File: config.mk
export PLATFORM = sky130hd
export DESIGN_NAME = lsu_top
export DESIGN_NICKNAME = d
export VERILOG_FILES = /design/src/source/lsu_pkg.sv /design/src/source/lsu_load_align.sv /design/src/source/lsu_request_gen.sv /design/src/source/lsu_top.sv /design/src/source/lsu_txn_ctrl.sv
export SDC_FILE = /design/constraint.sdc
export NUM_CORES = 1
export LEC_CHECK = 0
export ABC_CLOCK_PERIOD_IN_PS = 7300
export BUFFER_PORTS_ARGS = -buffer_cell sky130_fd_sc_hd__buf_4
export CAP_MARGIN = 40
export CELL_PAD_IN_SITES_DETAIL_PLACEMENT = 1
export CELL_PAD_IN_SITES_GLOBAL_PLACEMENT = 2
export CORE_MARGIN = 4
export CORE_UTILIZATION = 30
export CTS_CLUSTER_DIAMETER = 100
export DETAILED_ROUTE_END_ITERATION = 7
export PLACE_DENSITY = 0.87
export SLEW_MARGIN = 5
export SYNTH_ARGS = -nofsm -noshare
export SYNTH_HDL_FRONTEND = slang
export SYNTH_SLANG_ARGS = --single-unit
File: constraint.sdc
create_clock -name clk -period 7.3 [get_ports clk]
set_clock_uncertainty 0.15 [all_clocks]
set_input_delay 1.825 -clock clk [delete_from_list [all_inputs] [get_ports clk]]
set_output_delay 1.825 -clock clk [all_outputs]
set_load 0.05 [all_outputs]
File: src/source/lsu_pkg.sv
// Widths, queue depth, size codes and the request, bus and control structs of the LSU
`default_nettype none

package lsu_pkg;

  ////////////////////////////////////////////////////////////////////////////
  // Widths and depth
  ////////////////////////////////////////////////////////////////////////////

  localparam int unsigned xlen      = 32;
  localparam int unsigned be_w      = 4;
  // Maximum number of transfers in flight on the data bus
  localparam int unsigned lsu_depth = 2;
  // Outstanding counter must reach lsu_depth itself
  localparam int unsigned lsu_cnt_w = $clog2(lsu_depth + 1);
  localparam int unsigned lsu_ptr_w = $clog2(lsu_depth);

  // Access size codes as carried in the request
  localparam logic [1:0] size_byte = 2'd0;
  localparam logic [1:0] size_half = 2'd1;
  localparam logic [1:0] size_word = 2'd2;

  typedef enum logic [1:0] {
    lsu_byte = size_byte,
    lsu_half = size_half,
    lsu_word = size_word
  } lsu_size_e;

  ////////////////////////////////////////////////////////////////////////////
  // Structs
  ////////////////////////////////////////////////////////////////////////////

  // One load or store from the execute stage
  typedef struct packed {
    logic [xlen-1:0] operand_a;
    logic [xlen-1:0] operand_b;
    logic            we;
    logic [1:0]      size;
    logic            sext;
    logic [xlen-1:0] wdata;
  } lsu_req_t;

  // One OBI address phase
  typedef struct packed {
    logic [xlen-1:0] addr;
    logic            we;
    logic [be_w-1:0] be;
    logic [xlen-1:0] wdata;
  } bus_req_t;

  // Kept per transfer until its response returns
  typedef struct packed {
    logic       we;
    logic [1:0] size;
    logic       sext;
    logic [1:0] offset;
    logic       last;
  } wb_ctrl_t;

endpackage

`default_nettype wire

File: src/source/lsu_load_align.sv
// Load data realignment, split assembly, zero/sign extension and bus error merge
`timescale 1ns/1ps
`default_nettype none

module lsu_load_align import lsu_pkg::*; (
  input  wire logic            clk,
  input  wire logic            rst_n,
  input  wire logic            resp_valid_i,
  input  wire wb_ctrl_t        head_ctrl_i,
  input  wire logic [xlen-1:0] data_rdata_i,
  input  wire logic            data_err_i,
  output logic                 rsp_valid_o,
  output logic [xlen-1:0]      rsp_rdata_o,
  output logic                 rsp_err_o
);

  // Low word of a split load
  logic [xlen-1:0]   rdata_q;
  // First part of a split has returned
  logic              first_q;
  // Error seen on the first part
  logic              err_q;
  logic [2*xlen-1:0] rdata_full;
  logic [2*xlen-1:0] rdata_shift;
  logic [xlen-1:0]   rdata_aligned;
  lsu_size_e         size;

  assign size = lsu_size_e'(head_ctrl_i.size);

  ////////////////////////////////////////////////////////////////////////////
  // First part capture
  ////////////////////////////////////////////////////////////////////////////

  always_ff @(posedge clk) begin
    if (resp_valid_i && !head_ctrl_i.last && !head_ctrl_i.we) begin
      rdata_q <= data_rdata_i;
    end
  end

  // Stores also carry the error of their first part
  always_ff @(posedge clk or negedge rst_n) begin
    if (!rst_n) begin
      first_q <= 1'b0;
      err_q   <= 1'b0;
    end else if (resp_valid_i) begin
      if (head_ctrl_i.last) begin
        first_q <= 1'b0;
        err_q   <= 1'b0;
      end else begin
        first_q <= 1'b1;
        err_q   <= data_err_i;
      end
    end
  end

  ////////////////////////////////////////////////////////////////////////////
  // Realignment and extension
  ////////////////////////////////////////////////////////////////////////////

  // Present response is the high word of a split
  // Unsplit data is doubled so the shift wraps lanes down
  assign rdata_full = first_q ? {data_rdata_i, rdata_q} : {data_rdata_i, data_rdata_i};

  assign rdata_shift   = rdata_full >> {head_ctrl_i.offset, 3'b000};
  assign rdata_aligned = rdata_shift[xlen-1:0];

  always_comb begin
    case (size)
      lsu_byte: begin
        rsp_rdata_o = {{24{head_ctrl_i.sext && rdata_aligned[7]}}, rdata_aligned[7:0]};
      end
      lsu_half: begin
        rsp_rdata_o = {{16{head_ctrl_i.sext && rdata_aligned[15]}}, rdata_aligned[15:0]};
      end
      default: begin
        rsp_rdata_o = rdata_aligned;
      end
    endcase
  end

  // One completion per instruction on its last part
  assign rsp_valid_o = resp_valid_i && head_ctrl_i.last;
  assign rsp_err_o   = data_err_i || err_q;

endmodule

`default_nettype wire

File: src/source/lsu_request_gen.sv
// Address generation, split tracking, byte enables and write data lane rotation
`timescale 1ns/1ps
`default_nettype none

module lsu_request_gen import lsu_pkg::*; (
  input  wire logic     clk,
  input  wire logic     rst_n,
  input  wire logic     req_valid_i,
  input  wire lsu_req_t req_i,
  input  wire logic     part_done_i,
  output bus_req_t      bus_req_o,
  output wb_ctrl_t      wb_ctrl_o,
  output logic          split_o
);

  logic [xlen-1:0]   addr;
  logic [1:0]        offset;
  lsu_size_e         size;
  logic [be_w-1:0]   be;
  logic [2*xlen-1:0] wdata_dbl;
  // Second address phase of a split access in progress
  logic              split_q;

  // Effective address is base plus offset operand
  assign addr   = req_i.operand_a + req_i.operand_b;
  assign offset = addr[1:0];
  assign size   = lsu_size_e'(req_i.size);

  // Word not on a word boundary, or halfword crossing into the next word
  always_comb begin
    split_o = 1'b0;
    if (req_valid_i && !split_q) begin
      case (size)
        lsu_word: split_o = (offset != 2'b00);
        lsu_half: split_o = (offset == 2'b11);
        default:  split_o = 1'b0;
      endcase
    end
  end

  // Cleared while idle so a new instruction always starts on its first part
  always_ff @(posedge clk or negedge rst_n) begin
    if (!rst_n) begin
      split_q <= 1'b0;
    end else if (!req_valid_i) begin
      split_q <= 1'b0;
    end else if (part_done_i) begin
      split_q <= split_o;
    end
  end

  ////////////////////////////////////////////////////////////////////////////
  // Byte enables
  ////////////////////////////////////////////////////////////////////////////

  always_comb begin
    be = '0;
    case (size)
      lsu_byte: be = 4'b0001 << offset;
      lsu_half: begin
        if (!split_q) begin
          case (offset)
            2'b00:   be = 4'b0011;
            2'b01:   be = 4'b0110;
            2'b10:   be = 4'b1100;
            default: be = 4'b1000;
          endcase
        end else begin
          // Only the top byte spills over
          be = 4'b0001;
        end
      end
      default: begin
        if (!split_q) begin
          be = 4'b1111 << offset;
        end else begin
          // Remaining low lanes of the next word
          be = 4'b1111 >> (3'd4 - {1'b0, offset});
        end
      end
    endcase
  end

  // Rotate write data so byte 0 lands in lane offset
  // Bytes that wrap around feed the second part of a split
  assign wdata_dbl = {req_i.wdata, req_i.wdata} << {offset, 3'b000};

  always_comb begin
    bus_req_o.we    = req_i.we;
    bus_req_o.be    = be;
    bus_req_o.wdata = wdata_dbl[2*xlen-1:xlen];
    // Second part goes to the next word boundary
    if (split_q) begin
      bus_req_o.addr = {addr[xlen-1:2], 2'b00} + xlen'(4);
    end else begin
      bus_req_o.addr = addr;
    end
  end

  // Load alignment uses the original offset for both parts
  always_comb begin
    wb_ctrl_o.we     = req_i.we;
    wb_ctrl_o.size   = req_i.size;
    wb_ctrl_o.sext   = req_i.sext;
    wb_ctrl_o.offset = offset;
    wb_ctrl_o.last   = !split_o;
  end

  a_size_legal: assert property (
    @(posedge clk) disable iff (!rst_n)
    req_valid_i |-> (req_i.size != 2'b11)
  );

endmodule

`default_nettype wire

File: src/source/lsu_top.sv
// LSU top level joining request generation, bus control and load alignment
`timescale 1ns/1ps
`default_nettype none

module lsu_top import lsu_pkg::*; (
  input  wire logic            clk,
  input  wire logic            rst_n,
  // Execute side
  input  wire logic            req_valid_i,
  input  wire lsu_req_t        req_i,
  output logic                 req_ready_o,
  // OBI data bus
  output logic                 data_req_o,
  output bus_req_t             data_o,
  input  wire logic            data_gnt_i,
  input  wire logic            data_rvalid_i,
  input  wire logic [xlen-1:0] data_rdata_i,
  input  wire logic            data_err_i,
  // Write-back side
  output logic                 rsp_valid_o,
  output logic [xlen-1:0]      rsp_rdata_o,
  output logic                 rsp_err_o,
  // Status
  output logic                 busy_o,
  output logic                 interruptible_o
);

  bus_req_t bus_req;
  wb_ctrl_t wb_ctrl;
  wb_ctrl_t head_ctrl;
  logic     split;
  logic     part_done;
  logic     resp_valid;

  lsu_request_gen u_request_gen (
    .clk         (clk),
    .rst_n       (rst_n),
    .req_valid_i (req_valid_i),
    .req_i       (req_i),
    .part_done_i (part_done),
    .bus_req_o   (bus_req),
    .wb_ctrl_o   (wb_ctrl),
    .split_o     (split)
  );

  lsu_txn_ctrl u_txn_ctrl (
    .clk             (clk),
    .rst_n           (rst_n),
    .req_valid_i     (req_valid_i),
    .bus_req_i       (bus_req),
    .wb_ctrl_i       (wb_ctrl),
    .split_i         (split),
    .data_req_o      (data_req_o),
    .data_o          (data_o),
    .data_gnt_i      (data_gnt_i),
    .data_rvalid_i   (data_rvalid_i),
    .part_done_o     (part_done),
    .req_ready_o     (req_ready_o),
    .head_ctrl_o     (head_ctrl),
    .resp_valid_o    (resp_valid),
    .busy_o          (busy_o),
    .interruptible_o (interruptible_o)
  );

  lsu_load_align u_load_align (
    .clk          (clk),
    .rst_n        (rst_n),
    .resp_valid_i (resp_valid),
    .head_ctrl_i  (head_ctrl),
    .data_rdata_i (data_rdata_i),
    .data_err_i   (data_err_i),
    .rsp_valid_o  (rsp_valid_o),
    .rsp_rdata_o  (rsp_rdata_o),
    .rsp_err_o    (rsp_err_o)
  );

endmodule

`default_nettype wire

File: src/source/lsu_txn_ctrl.sv
// OBI handshake, outstanding transfer queue, execute ready and busy/interruptible flags
`timescale 1ns/1ps
`default_nettype none

module lsu_txn_ctrl import lsu_pkg::*; (
  input  wire logic     clk,
  input  wire logic     rst_n,
  input  wire logic     req_valid_i,
  input  wire bus_req_t bus_req_i,
  input  wire wb_ctrl_t wb_ctrl_i,
  input  wire logic     split_i,
  output logic          data_req_o,
  output bus_req_t      data_o,
  input  wire logic     data_gnt_i,
  input  wire logic     data_rvalid_i,
  output logic          part_done_o,
  output logic          req_ready_o,
  output wb_ctrl_t      head_ctrl_o,
  output logic          resp_valid_o,
  output logic          busy_o,
  output logic          interruptible_o
);

  // Per-transfer control in grant order
  wb_ctrl_t             queue_q [lsu_depth];
  logic [lsu_ptr_w-1:0] wr_ptr_q;
  logic [lsu_ptr_w-1:0] rd_ptr_q;
  // Fill level equals the number of outstanding transfers
  logic [lsu_cnt_w-1:0] cnt_q;
  logic                 push;
  logic                 pop;
  // Request was held over a clock edge without grant
  logic                 req_pend_q;

  ////////////////////////////////////////////////////////////////////////////
  // Address phase
  ////////////////////////////////////////////////////////////////////////////

  // Hold off new requests while the queue is full
  assign data_req_o = req_valid_i && (cnt_q < lsu_cnt_w'(lsu_depth));
  assign data_o     = bus_req_i;

  assign push        = data_req_o && data_gnt_i;
  assign pop         = data_rvalid_i;
  assign part_done_o = push;

  // Instruction leaves execute when its last part is granted
  assign req_ready_o = push && !split_i;

  ////////////////////////////////////////////////////////////////////////////
  // Tracking queue
  ////////////////////////////////////////////////////////////////////////////

  always_ff @(posedge clk) begin
    if (push) begin
      queue_q[wr_ptr_q] <= wb_ctrl_i;
    end
  end

  always_ff @(posedge clk or negedge rst_n) begin
    if (!rst_n) begin
      wr_ptr_q <= '0;
      rd_ptr_q <= '0;
    end else begin
      if (push) begin
        wr_ptr_q <= wr_ptr_q + 1'b1;
      end
      if (pop) begin
        rd_ptr_q <= rd_ptr_q + 1'b1;
      end
    end
  end

  // Grant and response in the same cycle leave the count as is
  always_ff @(posedge clk or negedge rst_n) begin
    if (!rst_n) begin
      cnt_q <= '0;
    end else begin
      case ({push, pop})
        2'b10:   cnt_q <= cnt_q + 1'b1;
        2'b01:   cnt_q <= cnt_q - 1'b1;
        default: cnt_q <= cnt_q;
      endcase
    end
  end

  // Responses return in order so the oldest entry matches
  assign head_ctrl_o  = queue_q[rd_ptr_q];
  assign resp_valid_o = pop;

  ////////////////////////////////////////////////////////////////////////////
  // Status flags
  ////////////////////////////////////////////////////////////////////////////

  // A raised request may not be withdrawn
  always_ff @(posedge clk or negedge rst_n) begin
    if (!rst_n) begin
      req_pend_q <= 1'b0;
    end else if (push) begin
      req_pend_q <= 1'b0;
    end else if (data_req_o) begin
      req_pend_q <= 1'b1;
    end
  end

  assign interruptible_o = !req_pend_q && (cnt_q == '0);
  assign busy_o          = data_req_o || (cnt_q != '0);

  a_no_pop_empty: assert property (
    @(posedge clk) disable iff (!rst_n)
    data_rvalid_i |-> (cnt_q != '0)
  );

  // OBI address phase must hold until granted
  a_req_stable: assert property (
    @(posedge clk) disable iff (!rst_n)
    (data_req_o && !data_gnt_i) |=> (data_req_o && $stable(data_o))
  );

endmodule

`default_nettype wire

==> results of run 1 <==
==> area by class of cell <==
type | count | share of cell area
clock buffers | 7 | 0.0146
well taps | 275 | 0.0378
repair buffers | 273 | 0.229
multi-input cells | 592 | 0.537
inverters | 20 | 0.00825
flip-flops and latches | 54 | 0.174
==> registers in the layout, indices dropped and copies added (netlist names) <==
name	cells
u_load_align.first_q	1
u_txn_ctrl.wr_ptr_q	1
u_txn_ctrl.cnt_q	2
u_txn_ctrl.rd_ptr_q	1
u_txn_ctrl.queue_q	14
u_load_align.err_q	1
u_load_align.rdata_q	32
u_request_gen.split_q	1
u_txn_ctrl.req_pend_q	1
==> layer usage <==
metal | track usage | wire length, µm
met5 | 0 | 0
met4 | 0.0252 | 202
met2 | 0.306 | 11300
met1 | 0.223 | 9500
met3 | 0.0279 | 1240
==> power breakdown <==
group,internal (mW),switching [mW],leakage (nW)
combinational,0.690,1.31,3.33
sequential,0.382,0.0552,0.515
clock,0.126,0.105,0.0640
==> kinds of logic after synthesis <==
family                   Yosys count
flip-flops                        54
XOR/XNOR                          55
buffers and inverters             62
AO/OA/AOI/OAI                    183
adder cells (fa/ha/maj)           44
AND/OR/NAND/NOR                  205
multiplexers                     105
==> how the worst max path moves through the flow <==
stage                       endpoint  slack, ns  depth (start not counted)
after CTS                 data_o[68]       0.11                         14
after floorplan           data_o[60]       0.03                         10
after detailed placement  data_o[68]       0.11                         14
final                     data_o[68]       0.19                         15
after global routing      data_o[67]      -0.05                         15
after global placement    data_o[68]       0.14                         13
==> placed cells by master, fill, tap and decap left out, types with 4 or more instances in the layout <==
master / Yosys / final
and2_1: 4 / 4
o211ai_1: 6 / 6
xnor2_2: 0 / 4
ha_1: 43 / 42
inv_1: 18 / 18
or3_1: 4 / 4
nor2b_1: 10 / 9
buf_4: 1 / 266
a21oi_1: 54 / 54
a211oi_1: 5 / 5
a221o_1: 4 / 4
xnor2_1: 32 / 28
xor2_1: 23 / 20
nand3_1: 13 / 13
nor3_1: 13 / 13
edfxtp_1: 46 / 46
clkbuf_16: 0 / 5
mux2i_1: 46 / 44
o21ai_0: 63 / 63
a31oi_1: 6 / 6
nor2_1: 62 / 61
buf_6: 1 / 6
o21ai_1: 4 / 4
nand4_1: 12 / 12
mux2_2: 20 / 20
mux4_2: 39 / 39
dfrtp_1: 8 / 7
nand2_1: 62 / 62
a21o_1: 17 / 17
==> repair_timing <==
action,4_1_cts,5_1_grt
endpoints found under the setup margin,0,9
setup buffers,0,9
gates resized for setup,0,17
hold endpoints to repair,0,0
==> through the flow <==
step | setup slack [ns] | TNS, ns | utilization | std cells
after detailed placement | 0.114 | 0 | 0.414 | 1205
final | 0.186 | 0 | 0.427 | 1221
after floorplan | 0.0253 | 0 | - | 708
after CTS | 0.105 | 0 | 0.420 | 1212
after global placement | 0.143 | 0 | 0.414 | 1205
after global routing | -0.0485 | -0.0485 | 0.427 | 1221
==> critical path, cell delays in order <==
cell and delay (ns):
buf_8 0.10, ha_4 0.15, fa_2 0.33, a21o_1 0.20, a221o_1 0.38, buf_4 0.17
a31oi_1 0.26, nand3_1 0.19, a311o_1 0.34, a31oi_1 0.26, xnor2_1 0.23, nand3_1 0.14
nor3_2 0.20, xnor2_1 0.14, buf_4 0.22
==> summary.md, run 1 <==
| Metric | Value |
|---|---|
| Synth Area in Compound Gates | 0.172 |
| Largest family of logic cells by synthesized area | multiplexers |
| Synth Area in Simple Gates | 0.155 |
| Largest cells by area after synthesis | edfxtp_1 21%, mux4_2 13%, ha_1 8.2%, mux2i_1 7.0%, o21ai_0 4.8% |
| Avg Cell Area, Syn | 9.31 µm² |
| Count of buffers from port buffering | 244 |
| Worst EP arrival | 5.14 ns |
| Top-area cell type share of the netlist area | 0.210 |
| Static Leakage | 3.91 nW |
| Final worst path period need | 7.11 ns |
| Post-synthesis mux area share | 0.237 |
| Final Hold Viols | 0 |
| Final #Nets | 1128 |
| XOR/XNOR share of the synthesized area | 0.0731 |
| Mapped cell area | 6590 µm² |
| HP Start | u_txn_ctrl.wr_ptr_q |
| Via count | 6419 |
| Cell Rows | 53 |
| Slew Limit Fails | 0 |
| Worst-margin pin slew | 0.752 ns |
| Crit Path Class | in2out |
| GPL Wtd Cong | 0.835 |
| Post-Synthesis Cells | 708 |
| Required @ worst endpoint | 5.33 ns |
| R2R setup slack | 5.35 ns |
| Initial antenna violation count | 0 |
| Die W | 156 µm |
| Post-route ant nets | 0 |
| Hold buffers post-CTS | 0 |
| Wire per inst | 18.2 µm |
| Tcrit/Tclk final | 0.975 |
| Post-DP Area | 8810 µm² |
| Die ar. | 24400 µm² |
| Worst flop-to-flop path startpoint | u_txn_ctrl.cnt_q[1] |
| Mapped Nets | 890 |
| VDD IR max | 0.158 mV |
| Worst hold margin | 0.341 ns |
| Crit Path Max Fanout | 3 |
| Synth async-reset ratio | 0.148 |
| Routed vias/inst | 5.26 |
| Clock buffer count from CTS | 5 |
| Remaining global-route overflow | 0 |
| Syn-to-layout area delta | 38.0% |
| Setup violations, final | 0 |
| Achievable clock frequency | 141 MHz |
| Iteration-0 DRC Markers | 221 |
| Reg-to-Reg End | u_txn_ctrl.queue_q[0][1] |
| DRC Markers | 0 |
| PD cells | 293 nW/µm² |
| CTS H-tree depth | 2 |
| Antenna cell count | 0 |
| Vias in the first global route | 6534 |
| Layout cells sized above 1 | 0.393 |
| Multi-input gate area | 4880 µm² |
| Largest net degree at the start of global routing | 60 |
| Initial Utilization | 0.310 |
| Reg2reg path depth | 3 |
| CTS Sinks | 54 |
| Most used DFF post-synth | edfxtp_1 |
| HPWL after detailed placement | 18.3 mm |
| CP Launch Type | input port |
| Seq cells post-synth | 54 |
| CTS Root Cell | clkbuf_16 |
| Reg clk slew, reported paths | 0.07 ns |
| CP endpoint kind | output port |
| Fin area | 9100 µm² |
| Hold WC Path Type | reg2reg |
| Io pins | 245 |
| First-pass GRT wire length | 34.5 mm |
| CTS tree | yes |
| WL final | 22.2 mm |
| Area share of fa/ha/maj cells after synthesis | 0.0847 |
| Run status | complete, no violations |
| Clk buf depth | 2 |
| Most frequent cell after synthesis | o21ai_0 |
| Most frequent cells after synthesis | 63 x o21ai_0, 62 x nand2_1, 62 x nor2_1, 54 x a21oi_1 |
| Sequential fraction of the synthesis area | 0.240 |
| Register area | 1580 µm² |
| Post-synth EDFFs | 46 |
| Slew headroom | 0.488 |
| Core area | 21300 µm² |
| Endpoint, Worst Hold | u_txn_ctrl.wr_ptr_q |
| Max-cap violations | 0 |
| Drt pass-1 iters | 5 |
| Final Power | 2.67 mW |
| Ys Warns | 0 |
| Post-synthesis cell type count | 65 |
| Clock Latency Late Sink | 0.29 ns |
| Crit path from | req_i[68] |
| Area leader, netlist | edfxtp_1 |
| Fill cells | 2479 |
| RSZ-0062 raised after global routing | yes |
| Hold-critical path depth | 1 |
| Chip Height | 156 µm |
| GRT Total Usage | 0.171 |
Power figures use the tool's default switching activity.
==> run 2, diff against run 1 <==
ABC_AREA = 1   (was not set)
BUFFER_PORTS_ARGS = not set   (was -buffer_cell sky130_fd_sc_hd__buf_4)
CELL_PAD_IN_SITES_DETAIL_PLACEMENT = 0   (was 1)
CELL_PAD_IN_SITES_GLOBAL_PLACEMENT = 1   (was 2)
CORE_UTILIZATION = 45   (was 30)
DONT_BUFFER_PORTS = 1   (was not set)
==> summary.md, run 2 <==
| Metric | Value |
|---|---|
| Run status | complete, no violations |
| Antenna cell count | 0 |
| Required @ worst endpoint | 5.33 ns |
| Worst flop-to-flop path startpoint | u_txn_ctrl.rd_ptr_q |
| Fin area | 8580 µm² |
| Setup violations, final | 0 |
| Clock power frac | 0.093 |
| Drt pass-1 iters | 5 |
| Mapped cell area | 7800 µm² |
| Avg Cell Area, Syn | 6.14 µm² |
| Clock buffer count from CTS | 5 |
| Syn-to-layout area delta | 10.1% |
| Achievable clock frequency | 157 MHz |
| First-pass GRT wire length | 36.8 mm |
| Final Power | 2.69 mW |
| Via count | 8019 |
| Most common cell after layout, fill and taps aside | nand2_1 |
| Post-synthesis cell type count | 50 |
| PD cells | 313 nW/µm² |
| Wire per inst | 15.2 µm |
| R2R setup slack | 5.27 ns |
| Ys Warns | 0 |
| Util after Layout | 0.512 |
| VDD IR max | 0.311 mV |
| Post-CTS setup buffers | 0 |
| Post-synth EDFFs | 46 |
| GRT Total Usage | 0.223 |
| Fill cells | 1794 |
| Cell Count, Final, Fillers Out | 1528 |
| Initial antenna violation count | 0 |
| Largest cells by area after synthesis | nand2_1 21%, edfxtp_1 18%, inv_1 8.1%, ha_1 6.9%, mux2i_1 6.3% |
| Chip Height | 140 µm |
| Die ar. | 19500 µm² |
| Placed Cells | 1520 |
| Core area | 16800 µm² |
| Post-route ant nets | 0 |
| Combinational Power Share | 0.752 |
| CTS Root Cell | clkbuf_16 |
| Register name with the most flops | u_load_align.rdata_q |
| Sequential fraction of the synthesis area | 0.203 |
| Top-area cell type share of the netlist area | 0.207 |
| Largest net degree at the start of global routing | 52 |
| Multi-input gate area | 5370 µm² |
| Post-Synthesis Cells | 1271 |
| CP endpoint kind | output port |
| Slew headroom | 0.409 |
| Seq cells post-synth | 54 |
| Most frequent cells after synthesis | 431 x nand2_1, 169 x inv_1, 91 x o21ai_0, 89 x nand3_1, 88 x nor2_1 |
| PostCTS Resize Cnt | 0 |
| Switching share of power | 0.635 |
| Crit path from | req_i[38] |
| Worst hold margin | 0.360 ns |
| GPL Wtd Cong | 0.904 |
| Most frequent cells in the layout | 431 x nand2_1, 169 x inv_1, 89 x nand3_1, 87 x nor2_1, 65 x buf_4 |
| WL final | 23.2 mm |
| RSZ-0062 raised after global routing | no |
| NetSw | 1.71 mW |
| Post-DP Area | 8430 µm² |
| Reg clk slew, reported paths | 0.08 ns |
| Reg-to-Reg End | u_load_align.rdata_q[28] |
| Most used DFF post-synth | edfxtp_1 |
| Place WS | 0.952 ns |
| Final worst path period need | 6.37 ns |
| Register area | 1580 µm² |
| Static Leakage | 4.41 nW |
| Iteration-0 DRC Markers | 538 |
| Crit Path Max Fanout | 8 |
| Largest regs | u_load_align.rdata_q (32), u_txn_ctrl.queue_q (14), u_txn_ctrl.cnt_q (2) |
| Hold buffers post-CTS | 0 |
| CTS Sinks | 54 |
| Tcrit/Tclk final | 0.873 |
| Flop pwr share | 0.155 |
| Max-cap violations | 0 |
| Mapped Nets | 1453 |
| CTS H-tree depth | 2 |
| Worst-margin pin slew | 0.883 ns |
| Layout cells sized above 1 | 0.141 |
| Die W | 140 µm |
| Clk buf depth | 2 |
| Initial Utilization | 0.465 |
| Remaining global-route overflow | 0 |
| Slew Limit Fails | 0 |
| Hold WC Path Type | reg2reg |
| DRC Markers | 0 |
| Setup slack after layout | 0.930 ns |
| Max reg flops | 32 |
| Synth async-reset ratio | 0.148 |
| Count of buffers from port buffering | 0 |
| Final #Nets | 1489 |
| Final Hold Viols | 0 |
| End point of the critical path | data_o[65] |
| HPWL after detailed placement | 19.1 mm |
| Clock Latency Late Sink | 0.29 ns |
| Worst EP arrival | 4.40 ns |
| Most frequent cell after synthesis | nand2_1 |
| Routed vias/inst | 5.25 |
| CP Launch Type | input port |
| Io pins | 245 |
| Reg2reg path depth | 4 |
| Internal power | 0.983 mW |
| Cell Rows | 47 |
| Area leader, netlist | nand2_1 |
| Crit Path Class | in2out |
| Setup TNS | 0 ns |
| Vias in the first global route | 7368 |
| CTS tree | yes |
run 2: final cells by class:
class / count / share of cell area
clock buffer: 5 / 0.0146
clock inverter: 3 / 0.00335
inverter: 184 / 0.0805
multi-input combinational: 996 / 0.626
sequential: 54 / 0.184
tap: 220 / 0.0321
timing repair buffer: 66 / 0.0592
run 2: logic make-up after synthesis:
| family | Yosys count | share of synthesized area |
|---|---|---|
| AOI/OAI and AO/OA | 154 | 0.112 |
| xor gates and xnor gates | 22 | 0.0247 |
| adders and majority gates | 44 | 0.0716 |
| buffers and inverters | 221 | 0.110 |
| DFF | 54 | 0.203 |
| muxes | 49 | 0.0629 |
| and+or+nand+nor | 727 | 0.416 |
run 2: worst min-delay path by stage:
stage | end | from | slack [ns] | depth (start not counted)
finish | u_txn_ctrl.req_pend_q | u_txn_ctrl.req_pend_q | 0.36 | 1
global route | u_txn_ctrl.req_pend_q | u_txn_ctrl.req_pend_q | 0.37 | 1
CTS | u_txn_ctrl.req_pend_q | u_txn_ctrl.req_pend_q | 0.36 | 1
detailed placement | u_txn_ctrl.req_pend_q | u_txn_ctrl.req_pend_q | 0.34 | 1
global placement | u_txn_ctrl.req_pend_q | u_txn_ctrl.req_pend_q | 0.33 | 1
floorplan | u_txn_ctrl.req_pend_q | u_txn_ctrl.req_pend_q | 0.32 | 1
run 2: power groups by stage:
stage / clock network, mW / registers, mW / logic, mW
2_1_floorplan: 0 / 0.410 / 1.64
3_3_place_gp: 0 / 0.422 / 1.93
3_5_place_dp: 0 / 0.424 / 2.02
4_1_cts: 0.253 / 0.417 / 2.03
5_1_grt: 0.267 / 0.423 / 2.18
6_report: 0.249 / 0.417 / 2.02
run 2: worst max-delay path: stages:
cell     delay (ns)
ha_1           0.45
nand3_1        0.17
nand2_2        0.12
nand2_1        0.07
nand2_1        0.09
ha_1           0.15
nand2_1        0.07
a21oi_1        0.17
nand2_2        0.10
nor2_4         0.10
nand3_2        0.14
nor2_2         0.16
nand2_1        0.08
nor2_2         0.18
nand4_1        0.11
nand2_1        0.39
run 2: routing by layer:
| layer | GRT usage | part of all wire |
|---|---|---|
| met1 | 0.324 | 0.47 |
| met2 | 0.357 | 0.44 |
| met3 | 0.0401 | 0.078 |
| met4 | 0.0296 | 0.0084 |
| met5 | 0 | 0 |
